[src/mpu_config.svh]
// Widths, protection table size, fixed attribute map and response codes of the MPU
// Included by the package and by every module that needs a constant
`ifndef MPU_CONFIG_SVH
`define MPU_CONFIG_SVH

// Word widths
`define MPU_ADDR_W 32
`define MPU_DATA_W 32
`define MPU_STAT_W 2

// Programmable protection table
`define MPU_PMP_REGIONS 4

// Outstanding bus transaction counter, up to 7 in flight
`define MPU_CNT_W 3

// Fixed attribute regions, inclusive bounds
`define MPU_ROM_BASE 32'h0000_0000
`define MPU_ROM_END  32'h0000_FFFF
`define MPU_RAM_BASE 32'h1000_0000
`define MPU_RAM_END  32'h1000_FFFF
`define MPU_IO_BASE  32'h2000_0000
`define MPU_IO_END   32'h2000_0FFF

// Response status codes, an execute fault reports a read fault
`define MPU_ST_OK       2'd0
`define MPU_ST_BUS_ERR  2'd1
`define MPU_ST_RD_FAULT 2'd2
`define MPU_ST_WR_FAULT 2'd3

`endif

[src/mpu_pkg.sv]
// Shared MPU types, referenced by scoped name from the RTL modules
// Widths come from the config header
`include "mpu_config.svh"

package mpu_pkg;

  ////////////////////
  // Data path words
  ////////////////////

  typedef logic [`MPU_ADDR_W-1:0] addr_t;
  typedef logic [`MPU_DATA_W-1:0] data_t;

  // 0 user, 1 machine
  typedef logic priv_t;

  // Response status seen by the core
  typedef logic [`MPU_STAT_W-1:0] status_t;

  // Index into the protection table
  typedef logic [$clog2(`MPU_PMP_REGIONS)-1:0] region_idx_t;

  ////////////////////
  // Controller FSM
  ////////////////////

  typedef enum logic [1:0] {
    MPU_IDLE,
    MPU_ERR_WAIT,
    MPU_ERR_RESP
  } mpu_state_e;

endpackage

[src/mpu_chk_if.sv]
// Check bundle between the MPU controller and the two checkers
// The controller presents the request, each checker answers combinationally
`timescale 1ns/1ps

interface mpu_chk_if;

  // Request fields, driven by the controller
  mpu_pkg::addr_t addr;
  logic           we;
  logic           fetch;
  mpu_pkg::priv_t priv;
  logic           misaligned;

  // Attribute checker results
  logic           pma_err;
  logic           cacheable;
  logic           bufferable;

  // Protection table result
  logic           pmp_err;

  modport ctrl (
    output addr, we, fetch, priv, misaligned,
    input  pma_err, cacheable, bufferable, pmp_err
  );

  modport pma (
    input  addr, we, fetch, priv, misaligned,
    output pma_err, cacheable, bufferable
  );

  modport pmp (
    input  addr, we, fetch, priv, misaligned,
    output pmp_err
  );

endinterface

[src/mpu_pma.sv]
// Fixed physical memory attribute checker
// Finds the region of the request address and reports illegal accesses and memory type
`timescale 1ns/1ps
`include "mpu_config.svh"

module mpu_pma (
  mpu_chk_if.pma chk
);

  logic in_rom;
  logic in_ram;
  logic in_io;
  logic no_region;
  logic rom_write;
  logic io_fetch;
  logic io_misaligned;
  logic err;

  ////////////////////
  // Region decode
  ////////////////////

  // ROM starts at address zero
  assign in_rom = (chk.addr >= `MPU_ROM_BASE) && (chk.addr <= `MPU_ROM_END);
  assign in_ram = (chk.addr >= `MPU_RAM_BASE) && (chk.addr <= `MPU_RAM_END);
  assign in_io  = (chk.addr >= `MPU_IO_BASE)  && (chk.addr <= `MPU_IO_END);

  // Unmapped hole
  assign no_region = !(in_rom || in_ram || in_io);

  ////////////////////
  // Access rules
  ////////////////////

  // ROM is read and execute only
  assign rom_write = in_rom && chk.we;

  // No code runs from peripherals
  assign io_fetch = in_io && chk.fetch;

  // Peripheral registers take aligned accesses only
  assign io_misaligned = in_io && chk.misaligned;

  // RAM accepts everything
  assign err = no_region || rom_write || io_fetch || io_misaligned;

  assign chk.pma_err = err;

  ////////////////////
  // Memory type
  ////////////////////

  // ROM and RAM cacheable
  assign chk.cacheable = !err && (in_rom || in_ram);

  // Only RAM bufferable, IO is strongly ordered
  assign chk.bufferable = !err && in_ram;

endmodule

[src/mpu_pmp.sv]
// Programmable base/limit protection table with a single-entry config write port
// Checks the request against privilege, the lowest matching entry wins
`timescale 1ns/1ps
`include "mpu_config.svh"

module mpu_pmp (
  input  logic                 clk,
  input  logic                 rst_n,
  input  logic                 pmp_cfg_we_i,
  input  mpu_pkg::region_idx_t pmp_cfg_idx_i,
  input  mpu_pkg::addr_t       pmp_cfg_base_i,
  input  mpu_pkg::addr_t       pmp_cfg_limit_i,
  input  logic [2:0]           pmp_cfg_perm_i,
  input  logic                 pmp_cfg_lock_i,
  mpu_chk_if.pmp               chk
);

  // Table entries, perm bit 2 read, bit 1 write, bit 0 execute
  mpu_pkg::addr_t [`MPU_PMP_REGIONS-1:0] base_q;
  mpu_pkg::addr_t [`MPU_PMP_REGIONS-1:0] limit_q;
  logic [`MPU_PMP_REGIONS-1:0][2:0]      perm_q;
  logic [`MPU_PMP_REGIONS-1:0]           lock_q;

  logic       hit;
  logic [2:0] hit_perm;
  logic       hit_lock;
  logic       perm_ok;

  ////////////////////
  // Config writes
  ////////////////////

  // Cleared table grants nothing and is unlocked
  always_ff @(posedge clk or negedge rst_n) begin
    if (!rst_n) begin
      base_q  <= '0;
      limit_q <= '0;
      perm_q  <= '0;
      lock_q  <= '0;
    end else if (pmp_cfg_we_i && !lock_q[pmp_cfg_idx_i]) begin
      // Locked entry stays frozen until reset
      base_q[pmp_cfg_idx_i]  <= pmp_cfg_base_i;
      limit_q[pmp_cfg_idx_i] <= pmp_cfg_limit_i;
      perm_q[pmp_cfg_idx_i]  <= pmp_cfg_perm_i;
      lock_q[pmp_cfg_idx_i]  <= pmp_cfg_lock_i;
    end
  end

  ////////////////////
  // Region match
  ////////////////////

  // Walk from the top so the lowest matching index is left over
  always_comb begin
    hit      = 1'b0;
    hit_perm = '0;
    hit_lock = 1'b0;
    for (int i = `MPU_PMP_REGIONS - 1; i >= 0; i--) begin
      if ((chk.addr >= base_q[i]) && (chk.addr <= limit_q[i])) begin
        hit      = 1'b1;
        hit_perm = perm_q[i];
        hit_lock = lock_q[i];
      end
    end
  end

  // Pick the permission bit for the access kind
  assign perm_ok = chk.fetch ? hit_perm[0] :
                   chk.we    ? hit_perm[1] :
                               hit_perm[2];

  // Unlocked entry does not bind machine mode
  // No match, machine allowed and user denied
  always_comb begin
    if (hit) begin
      chk.pmp_err = (chk.priv && !hit_lock) ? 1'b0 : !perm_ok;
    end else begin
      chk.pmp_err = !chk.priv;
    end
  end

  // Whole table holds when the addressed entry is locked
  a_locked_entry_holds: assert property (
    @(posedge clk) disable iff (!rst_n)
    (pmp_cfg_we_i && lock_q[pmp_cfg_idx_i]) |=> $stable({base_q, limit_q, perm_q, lock_q})
  );

endmodule

[src/mpu_ctrl.sv]
// MPU controller that forwards passing requests, consumes faulting ones and merges responses
// Fault response waits until every earlier bus transaction has answered
`timescale 1ns/1ps
`include "mpu_config.svh"

module mpu_ctrl (
  input  logic             clk,
  input  logic             rst_n,
  mpu_chk_if.ctrl          chk,
  input  logic             core_valid_i,
  input  logic             core_we_i,
  input  logic             core_fetch_i,
  input  logic             core_misaligned_i,
  input  mpu_pkg::addr_t   core_addr_i,
  input  mpu_pkg::data_t   core_wdata_i,
  input  mpu_pkg::priv_t   core_priv_i,
  output logic             core_ready_o,
  output logic             core_mpu_err_o,
  output logic             core_resp_valid_o,
  output mpu_pkg::data_t   core_rdata_o,
  output mpu_pkg::status_t core_status_o,
  input  logic             bus_req_ready_i,
  output logic             bus_req_valid_o,
  output logic             bus_we_o,
  output logic             bus_cacheable_o,
  output logic             bus_bufferable_o,
  output mpu_pkg::addr_t   bus_addr_o,
  output mpu_pkg::data_t   bus_wdata_o,
  input  logic             bus_resp_valid_i,
  input  logic             bus_err_i,
  input  mpu_pkg::data_t   bus_rdata_i
);

  mpu_pkg::mpu_state_e    state_q, state_n;
  logic [`MPU_CNT_W-1:0]  cnt_q, cnt_n;
  logic                   mpu_err;
  logic                   idle;
  logic                   fault_take;
  logic                   fault_resp;
  logic                   fault_we_q;
  logic                   bus_acc;

  // Request goes to both checkers
  assign chk.addr       = core_addr_i;
  assign chk.we         = core_we_i;
  assign chk.fetch      = core_fetch_i;
  assign chk.priv       = core_priv_i;
  assign chk.misaligned = core_misaligned_i;

  assign mpu_err    = chk.pma_err || chk.pmp_err;
  assign idle       = (state_q == mpu_pkg::MPU_IDLE);
  assign fault_take = idle && core_valid_i && mpu_err;
  assign fault_resp = (state_q == mpu_pkg::MPU_ERR_RESP);

  ////////////////////
  // Bus forwarding
  ////////////////////

  // Zero latency path that is blocked on a fault or while one is pending
  assign bus_req_valid_o  = idle && core_valid_i && !mpu_err;
  assign bus_we_o         = core_we_i;
  assign bus_addr_o       = core_addr_i;
  assign bus_wdata_o      = core_wdata_i;
  assign bus_cacheable_o  = chk.cacheable;
  assign bus_bufferable_o = chk.bufferable;

  // Faulting request is swallowed without bus back-pressure
  assign core_ready_o   = idle && (mpu_err || bus_req_ready_i);
  assign core_mpu_err_o = fault_take;

  // Outstanding bus transactions as accepted minus answered
  assign bus_acc = bus_req_valid_o && bus_req_ready_i;

  always_comb begin
    cnt_n = cnt_q;
    if (bus_acc && !bus_resp_valid_i) begin
      cnt_n = cnt_q + 1'b1;
    end else if (!bus_acc && bus_resp_valid_i) begin
      cnt_n = cnt_q - 1'b1;
    end
  end

  ////////////////////
  // Fault FSM
  ////////////////////

  // Leave for the response once the last outstanding answer is in
  always_comb begin
    state_n = state_q;
    case (state_q)
      mpu_pkg::MPU_IDLE: begin
        if (fault_take) begin
          state_n = (cnt_n == '0) ? mpu_pkg::MPU_ERR_RESP : mpu_pkg::MPU_ERR_WAIT;
        end
      end
      mpu_pkg::MPU_ERR_WAIT: begin
        if (cnt_n == '0) state_n = mpu_pkg::MPU_ERR_RESP;
      end
      // Core always takes the response
      mpu_pkg::MPU_ERR_RESP: state_n = mpu_pkg::MPU_IDLE;
      default:               state_n = mpu_pkg::MPU_IDLE;
    endcase
  end

  always_ff @(posedge clk or negedge rst_n) begin
    if (!rst_n) begin
      state_q <= mpu_pkg::MPU_IDLE;
      cnt_q   <= '0;
    end else begin
      state_q <= state_n;
      cnt_q   <= cnt_n;
    end
  end

  // Fault kind where a fetch counts as a read
  always_ff @(posedge clk or negedge rst_n) begin
    if (!rst_n) begin
      fault_we_q <= 1'b0;
    end else if (fault_take) begin
      fault_we_q <= core_we_i && !core_fetch_i;
    end
  end

  ////////////////////
  // Response merge
  ////////////////////

  assign core_resp_valid_o = bus_resp_valid_i || fault_resp;
  assign core_rdata_o      = fault_resp ? '0 : bus_rdata_i;

  always_comb begin
    if (fault_resp) begin
      core_status_o = fault_we_q ? `MPU_ST_WR_FAULT : `MPU_ST_RD_FAULT;
    end else begin
      core_status_o = bus_err_i ? `MPU_ST_BUS_ERR : `MPU_ST_OK;
    end
  end

  // Swallowed fault keeps the bus quiet in the cycle after it
  a_no_fault_on_bus: assert property (
    @(posedge clk) disable iff (!rst_n) fault_take |=> !bus_req_valid_o
  );

  // Bus only answers what it accepted
  a_no_orphan_resp: assert property (
    @(posedge clk) disable iff (!rst_n) bus_resp_valid_i |-> (cnt_q != '0)
  );

  // Fault response slot is never shared with a bus answer
  a_fault_resp_alone: assert property (
    @(posedge clk) disable iff (!rst_n) (core_resp_valid_o && fault_resp) |-> !bus_resp_valid_i
  );

endmodule

[src/mpu_top.sv]
// MPU top level with plain core, bus and table config ports
// Connects the attribute checker, the protection table and the controller
`timescale 1ns/1ps

module mpu_top (
  input  logic                 clk,
  input  logic                 rst_n,
  // Core side
  input  logic                 core_valid_i,
  input  logic                 core_we_i,
  input  logic                 core_fetch_i,
  input  logic                 core_misaligned_i,
  input  mpu_pkg::addr_t       core_addr_i,
  input  mpu_pkg::data_t       core_wdata_i,
  input  mpu_pkg::priv_t       core_priv_i,
  output logic                 core_ready_o,
  output logic                 core_mpu_err_o,
  output logic                 core_resp_valid_o,
  output mpu_pkg::data_t       core_rdata_o,
  output mpu_pkg::status_t     core_status_o,
  // Bus side
  input  logic                 bus_req_ready_i,
  output logic                 bus_req_valid_o,
  output logic                 bus_we_o,
  output logic                 bus_cacheable_o,
  output logic                 bus_bufferable_o,
  output mpu_pkg::addr_t       bus_addr_o,
  output mpu_pkg::data_t       bus_wdata_o,
  input  logic                 bus_resp_valid_i,
  input  logic                 bus_err_i,
  input  mpu_pkg::data_t       bus_rdata_i,
  // Protection table config
  input  logic                 pmp_cfg_we_i,
  input  mpu_pkg::region_idx_t pmp_cfg_idx_i,
  input  mpu_pkg::addr_t       pmp_cfg_base_i,
  input  mpu_pkg::addr_t       pmp_cfg_limit_i,
  input  logic [2:0]           pmp_cfg_perm_i,
  input  logic                 pmp_cfg_lock_i
);

  // Shared check bundle
  mpu_chk_if chk_if ();

  mpu_pma mpu_pma_i (
    .chk (chk_if.pma)
  );

  mpu_pmp mpu_pmp_i (
    .clk             (clk),
    .rst_n           (rst_n),
    .pmp_cfg_we_i    (pmp_cfg_we_i),
    .pmp_cfg_idx_i   (pmp_cfg_idx_i),
    .pmp_cfg_base_i  (pmp_cfg_base_i),
    .pmp_cfg_limit_i (pmp_cfg_limit_i),
    .pmp_cfg_perm_i  (pmp_cfg_perm_i),
    .pmp_cfg_lock_i  (pmp_cfg_lock_i),
    .chk             (chk_if.pmp)
  );

  mpu_ctrl mpu_ctrl_i (
    .clk               (clk),
    .rst_n             (rst_n),
    .chk               (chk_if.ctrl),
    .core_valid_i      (core_valid_i),
    .core_we_i         (core_we_i),
    .core_fetch_i      (core_fetch_i),
    .core_misaligned_i (core_misaligned_i),
    .core_addr_i       (core_addr_i),
    .core_wdata_i      (core_wdata_i),
    .core_priv_i       (core_priv_i),
    .core_ready_o      (core_ready_o),
    .core_mpu_err_o    (core_mpu_err_o),
    .core_resp_valid_o (core_resp_valid_o),
    .core_rdata_o      (core_rdata_o),
    .core_status_o     (core_status_o),
    .bus_req_ready_i   (bus_req_ready_i),
    .bus_req_valid_o   (bus_req_valid_o),
    .bus_we_o          (bus_we_o),
    .bus_cacheable_o   (bus_cacheable_o),
    .bus_bufferable_o  (bus_bufferable_o),
    .bus_addr_o        (bus_addr_o),
    .bus_wdata_o       (bus_wdata_o),
    .bus_resp_valid_i  (bus_resp_valid_i),
    .bus_err_i         (bus_err_i),
    .bus_rdata_i       (bus_rdata_i)
  );

endmodule

[config.mk]
export PLATFORM = sky130hd
export DESIGN_NAME = mpu_top
export DESIGN_NICKNAME = d
export VERILOG_FILES = /design/src/mpu_pkg.sv /design/src/mpu_chk_if.sv /design/src/mpu_pma.sv /design/src/mpu_pmp.sv /design/src/mpu_ctrl.sv /design/src/mpu_top.sv
export VERILOG_INCLUDE_DIRS = /design/src
export SDC_FILE = /design/constraint.sdc
export NUM_CORES = 1
export LEC_CHECK = 0
export BUFFER_PORTS_ARGS = -buffer_cell sky130_fd_sc_hd__buf_2
export CAP_MARGIN = 5
export CORE_MARGIN = 4
export CORE_UTILIZATION = 55
export CTS_BUF_LIST = sky130_fd_sc_hd__clkbuf_8
export DETAILED_ROUTE_END_ITERATION = 8
export MAX_ROUTING_LAYER = met4
export PLACE_DENSITY = 0.78
export SYNTH_ARGS = -nofsm -noshare
export SYNTH_HDL_FRONTEND = slang
export SYNTH_SLANG_ARGS = --single-unit
export TNS_END_PERCENT = 20
[constraint.sdc]
create_clock -name clk -period 4.95 [get_ports clk]
set_input_delay 0.99 -clock clk [delete_from_list [all_inputs] [get_ports clk]]
set_output_delay 0.99 -clock clk [all_outputs]
set_load 0.02 [all_outputs]
# --- Word-level counts from Yosys, hierarchy flattened ---
# Cells that the tools add are included.
word_totals:
  ff_bits: 278
  inputBits: 177
op_classes:
  add_sub_neg: 2
  n_lt_le_gt_ge: 16
  n_eq_ne: 4
  mux: 38
  reduce_logical: 44
op_table:
  columns: ["op", "n"]
  rows:
  - ["bitwise mux 128 bit", 2]
  - [">= comparator 32 bit", 4]
  - ["less-or-equal comparator 32 bit", 4]
  - ["demux 32 bit (select 2 bit)", 1]
  - ["two-way mux 32 bit", 2]
  - [">= comparator 32 x 1 -> 1 bit (second input constant)", 1]
  - [">= comparator 32 x 29 -> 1 bit (second input constant)", 1]
  - [">= comparator 32 x 30 -> 1 bit (second input constant)", 1]
  - ["less-or-equal comparator 32 x 16 -> 1 bit (second input constant)", 1]
  - ["less-or-equal comparator 32 x 29 -> 1 bit (second input constant)", 1]
  - ["less-or-equal comparator 32 x 30 -> 1 bit (second input constant)", 1]
  - ["logical AND 1 bit", 23]
  - ["two-way mux 3 bit", 7]
  - ["two-way mux 1 bit", 16]
  - ["bitwise mux 12 bit", 1]
  - ["zero test 1 bit", 10]
  - ["logical OR 1 bit", 8]
  - ["two-way mux 2 bit", 4]
  - ["demux 3 bit (select 2 bit)", 1]
  - ["bitwise mux 4 bit", 1]
  - ["one-hot mux 2 bit (2 select lines)", 1]
  - ["adder 3 x 1 -> 3 bit (second input constant)", 1]
  - ["zero test 3 bit", 1]
  - ["less-than comparator 2 x 3 -> 1 bit (second input constant)", 1]
  - ["10 further kinds", 10]

# --- Longest topological paths before layout ---
logic_depth:
  word_depth: 23
  depth_mapped: 15
  depth_no_buf: 15

# --- By module ---
# From an unflattened synthesis, not the netlist that was laid out.
unflattened:
  hier_cells: 1905
  area_unflattened_um2: 17800.8
modules_own_cells:
  columns: ["mod", "n_inst", "cells_each", "area_per_inst_um2", "seq_area_each_um2"]
  rows:
  - ["mpu_pmp", 1, 1702, 16239.3, 6806.5]
  - ["mpu_ctrl", 1, 190, 1476.4, 150.1]
  - ["mpu_pma", 1, 13, 85.1, 0.0]

# --- Least setup slack after synthesis ---
# Ideal clock, no wire load.
synth_path:
  kind: "in2out"
  startpoint: "input core_addr_i[11]"
  endpoint: "output core_ready_o"
  arrival_ns: 3.666
  required_ns: 3.960
  path_slack_ns: 0.294
  stages: 12
  n_path_buf: 0
  path_cell_list: "ha_1 > a21oi_1 > o21a_1 > o2bb2ai_1 > a2111o_1 > a31o_1 > or3_1 > a31oi_1 > a32oi_1 > nand4_1 > a21boi_1 > a211oi_1"
synth_via:
  elab_chain_len: 14
  word_cells_on_any_way: 52
  classes_between: "order compare (14); mux (16); reduce/logical (22)"
synth_rtl:
  columns: ["item", "line", "rtl"]
  rows:
  - ["start: declaration", "mpu_top.sv:13", "input mpu_pkg::addr_t core_addr_i,"]
  - [">= comparator 32 bit or less-or-equal comparator 32 bit (tied branches)", "mpu_pmp.sv:59", "if ((chk.addr >= base_q[i]) && (chk.addr <= limit_q[i])) begin"]
  - ["logical AND 1 bit", "mpu_pmp.sv:59", null]
  - ["two-way mux 3 bit (4 in a row)", "mpu_pmp.sv:59", null]
  - ["two-way mux 1 bit", "mpu_pmp.sv:69", "chk.we ? hit_perm[1] :"]
  - ["two-way mux 1 bit", "mpu_pmp.sv:68", "assign perm_ok = chk.fetch ? hit_perm[0] :"]
  - ["zero test 1 bit", "mpu_pmp.sv:76", "chk.pmp_err = (chk.priv && !hit_lock) ? 1'b0 : !perm_ok;"]
  - ["two-way mux 1 bit", "mpu_pmp.sv:76", null]
  - ["two-way mux 1 bit", "mpu_pmp.sv:75", "if (hit) begin"]
  - ["logical OR 1 bit (*)", "mpu_ctrl.sv:50", "assign mpu_err = chk.pma_err || chk.pmp_err;"]
  - ["logical OR 1 bit (*)", "mpu_ctrl.sv:68", "assign core_ready_o = idle && (mpu_err || bus_req_ready_i);"]
  - ["logical AND 1 bit (*)", "mpu_ctrl.sv:68", null]
  - ["end: declaration", "mpu_top.sv:16", "output logic core_ready_o,"]
# Every way passes the cells marked *; elsewhere a longest branch is shown, timed or not.

# --- Final worst setup path ---
layout_path:
  startpoint: "input core_addr_i[2]"
  endpoint: "output bus_req_valid_o"
layout_via:
  elab_chain_len: 14
  word_cells_on_any_way: 52
  classes_between: "order compare (14); mux (16); reduce/logical (22)"
layout_rtl:
  columns: ["item", "line", "rtl"]
  rows:
  - [">= comparator 32 bit or less-or-equal comparator 32 bit (tied branches)", "mpu_pmp.sv:59", null]
  - ["logical AND 1 bit", "mpu_pmp.sv:59", null]
  - ["two-way mux 3 bit (4 in a row)", "mpu_pmp.sv:59", null]
  - ["two-way mux 1 bit", "mpu_pmp.sv:69", null]
  - ["two-way mux 1 bit", "mpu_pmp.sv:68", null]
  - ["zero test 1 bit", "mpu_pmp.sv:76", null]
  - ["two-way mux 1 bit", "mpu_pmp.sv:76", null]
  - ["two-way mux 1 bit", "mpu_pmp.sv:75", null]
  - ["logical OR 1 bit (*)", "mpu_ctrl.sv:50", null]
  - ["zero test 1 bit (*)", "mpu_ctrl.sv:60", "assign bus_req_valid_o = idle && core_valid_i && !mpu_err;"]
  - ["logical AND 1 bit (*)", "mpu_ctrl.sv:60", null]
  - ["end: declaration", "mpu_top.sv:23", "output logic bus_req_valid_o,"]
# Marked as above.

==> flow_metrics.py <==
metrics = {
    "sta": {
        "relSlewSlack": 0.365,
        "final.period_utilization": 1.03,
        "hold_viol": 0,
        "timing.final.max_slew_violations": 0,
        "fmax_mhz": 196,
        "rsz0062_at_grt": "true",
        "fin_skew_ps": 20.5,
        "min_period_ps": 5090,
        "setup_viol": 3,
        "whs_ps": 447,
        "finalWorstSetupSlack_ps": -142,
        "worst_pin_slew_ps": 953,
    },
    "die": {
        "rows": 64,
        "die_x_um": 186,
        "num_io_pins": 282,
        "core_um2": 30900,
        "start_util": 0.565,
        "dieArea_um2": 34700,
        "die_y_um": 186,
    },
    "synth": {
        "synthArstFlopShare": 1.00,
        "synth_edf_count": 0,
        "synth_seq_area_share": 0.399,
        "synth_nets": 2309,
        "synth_area_um2": 17500,
        "synth_area_per_cell_um2": 9.31,
        "synth_top_family_by_area": "adder cells",
        "synthFlopType": "dfrtp_1",
        "synth_compound_area_frac": 0.141,
        "ys_ff_latch": 278,
        "ys.warnings.count": 0,
        "muxShareOfSynthArea": 0.0555,
        "synth_xor_area_frac": 0.00151,
        "syn_inst": 1874,
        "yosys.area_share.adder": 0.186,
        "synthSimpleGateAreaFrac": 0.120,
        "synth_cell_type_count": 72,
    },
    "setup_path": {
        "cpPeakStageDelay_ps": 380,
        "r2r_slack_ps": 870,
        "arrival_ps": 4100,
        "cp_slowest_cell": "ha_1",
        "r2r_cells": 19,
        "start_kind": "input port",
        "worstPathMaxFanout": 5,
        "endpoint_kind": "output port",
        "path_common_cell": "buf_6",
        "rr_endpoint": "mpu_ctrl_i.state_q[1]",
        "required_ps": 3960,
        "path_class": "in -> out",
        "r2r_start": "mpu_pmp_i.base_q[98]",
        "path_cells": "buf_2, ha_1, a211o_1, a31oi_4, o311a_1, o41ai_2, buf_4, a21o_1, o311a_4, buf_6, nand2_4, o2111ai_2, nand4_1, a21boi_4, and2_4, buf_6",
    },
    "drt": {
        "wl_um": 51300,
        "vias_per_cell": 5.75,
        "postRouteAntennaNets": 0,
        "num_vias": 15000,
        "drt_iter0_drc": 1042,
        "route.detailed.drc": 0,
        "wire_per_inst_um": 19.7,
        "firstDrtPassIters": 6,
    },
    "global_route": {
        "globalRouteOverflowTotal": 0,
        "grt_max_degree": 132,
        "grt_pass1_vias": 15000,
        "grt_pass1_wl_um": 78400,
        "antenna_found_initial": 9,
        "grt_use_total": 0.294,
    },
    "final_layout": {
        "seq_area_um2": 6960,
        "fin_area_um2": 21300,
        "multi_input_area_um2": 9470,
        "drive_above_1_share": 0.270,
        "fillCellCount": 2269,
        "area_growth_pct": 21.8,
        "fin_nets": 2594,
    },
    "cts": {
        "clock-sinks": 278,
        "ctsHoldBuffers": 0,
        "worstSkewPairLatency_ps": 610,
        "cts_max_path_buffers": 3,
        "path_clk_slew_ps": 60,
        "cts_tree": "yes",
        "h-tree-depth": 2,
        "cts_made_buffers": 48,
        "root_buffer": "clkbuf_8",
    },
    "pwr": {
        "p_leak_nw": 10.9,
        "cellPowerDensity_nw_per_um2": 413,
        "ir_drop_uv": 251,
    },
    "place": {
        "placed_area_um2": 19300,
        "io_buffers": 217,
        "hpwl_um": 36600,
        "gp_congestion": 0.942,
    },
    "flow_run": {
        "max_cap_viol_count": 0,
    },
    "worst_hold_path": {
        "holdCritPathClass": "in -> async",
    },
    "run_status": {
        "violations": "negative setup slack",
        "outcome": "complete, but fails checks",
    },
}
[registers in the layout, indices dropped and copies added (netlist names)]
name	flops
mpu_pmp_i.base_q	128
mpu_pmp_i.limit_q	128
mpu_pmp_i.perm_q	12
mpu_pmp_i.lock_q	4
mpu_ctrl_i.cnt_q	3
mpu_ctrl_i.state_q	2
mpu_ctrl_i.fault_we_q	1
[layer usage]
layer | share of wire | global-route usage | wire length (um)
met5 | 0 | - | 0
met4 | 0.034 | 0.106 | 1750
met3 | 0.084 | 0.0556 | 4310
met2 | 0.48 | 0.468 | 24500
met1 | 0.41 | 0.378 | 20800
[how the worst max path moves through the flow]
| stage | cells past startpoint | slack [ps] | to | start |
|---|---|---|---|---|
| after floorplan | 12 | 290 | core_ready_o | core_addr_i[11] |
| after global placement | 17 | -400 | bus_req_valid_o | core_addr_i[28] |
| after detailed placement | 17 | -410 | core_ready_o | core_addr_i[28] |
| after CTS | 17 | 1 | bus_req_valid_o | core_addr_i[26] |
| after global routing | 18 | -280 | bus_req_valid_o | core_addr_i[7] |
| final | 16 | -140 | bus_req_valid_o | core_addr_i[2] |
[power breakdown]
group	internal (mW)	switching [mW]	total, mW
registers	2.90	0.274	3.18
logic	1.52	1.88	3.40
clock network	1.21	0.981	2.19
total	5.64	3.14	8.78
[worst max-delay path: cells and delay by family]
kind | cells | cell delay [ps]
AND/OR/NAND/NOR | 3 | 420
buffers and inverters | 4 | 560
AO/OA/AOI/OAI | 8 | 1750
adder cells (fa/ha/maj) | 1 | 380
[synthesized netlist by cell type, types with 3 or more instances]
cell type | count | area, um2
nor4b_1 | 3 | 26.3
nor3_1 | 12 | 60.1
and3_1 | 3 | 18.8
and4_1 | 7 | 61.3
mux2_2 | 82 | 923
a221o_1 | 3 | 30.0
and2_1 | 35 | 219
a31oi_1 | 5 | 31.3
o221ai_1 | 3 | 26.3
ha_1 | 258 | 3230
a211oi_1 | 8 | 60.1
nor2b_1 | 14 | 87.6
or2_2 | 3 | 18.8
o21ai_0 | 220 | 1100
buf_4 | 66 | 495
a21oi_1 | 82 | 410
inv_1 | 269 | 1010
nand3_1 | 21 | 105
nor2_1 | 23 | 86.3
nand2_1 | 245 | 920
nand2b_1 | 6 | 37.5
o311a_1 | 3 | 30.0
nand4_1 | 44 | 275
buf_1 | 9 | 33.8
a221oi_1 | 6 | 52.6
mux2i_1 | 3 | 30.0
o22ai_1 | 3 | 18.8
o21a_1 | 7 | 52.6
a21o_1 | 40 | 300
or4_1 | 3 | 22.5
dfrtp_1 | 278 | 6960
o211ai_1 | 8 | 60.1
nor4_1 | 12 | 75.1
clkbuf_1 | 44 | 165
[kinds of logic (layout without fill, tap and decap cells)]
group	count (synthesis)	in the layout
AOI/OAI and AO/OA	418	418
adders and majority gates	259	259
and+or+nand+nor	441	441
muxes	86	86
DFF	278	278
buffers and inverters	389	708
other	0	12
xor gates and xnor gates	3	3
[what timing repair did]
action	in CTS	in global routing
setup buffers	10	9
cloned	0	0
gates resized for setup	37	85
endpoints found under the setup margin	3	3
hold endpoints to repair	0	0
pin swaps	24	37
[through the flow]
| step | setup WS, ps | power (mW) | TNS [ps] | std cells | utilization |
|---|---|---|---|---|---|
| 4_1_cts | 1.08 | 8.46 | 0 | 2581 | 0.667 |
| 2_1_floorplan | 294 | 5.11 | 0 | 1874 | - |
| 5_1_grt | -284 | 9.36 | -806 | 2598 | 0.688 |
| 3_3_place_gp | -400 | 5.95 | -1100 | 2487 | 0.626 |
| 6_report | -142 | 8.78 | -375 | 2601 | 0.688 |
| 3_5_place_dp | -410 | 6.15 | -1130 | 2487 | 0.626 |
[area by class of cell]
type | count | area share
Multi-Input combinational cell | 1207 | 0.445
Sequential cell | 278 | 0.327
Timing Repair Buffer | 354 | 0.108
Inverter | 270 | 0.0478
Clock buffer | 65 | 0.0421
Tap cell | 396 | 0.0233
Clock inverter | 19 | 0.00500
Antenna cell | 12 | 0.00141
[layout by cell type, fill, tap and decap left out, drive strengths merged, types with 4 or more instances in the layout]
master	n
a211oi	9
clkbuf	68
inv	284
ha	258
nand2b	6
a31oi	5
nand4	44
a221oi	6
a21oi	83
nand3	22
mux2	83
nand2	245
nor2	23
nor4	13
buf	351
dfrtp	278
a21o	40
o221ai	4
o21a	7
o211ai	8
nor2b	14
diode	12
nor3	12
and4	7
and2	36
o21ai	221
Power figures use the tool's default switching activity.
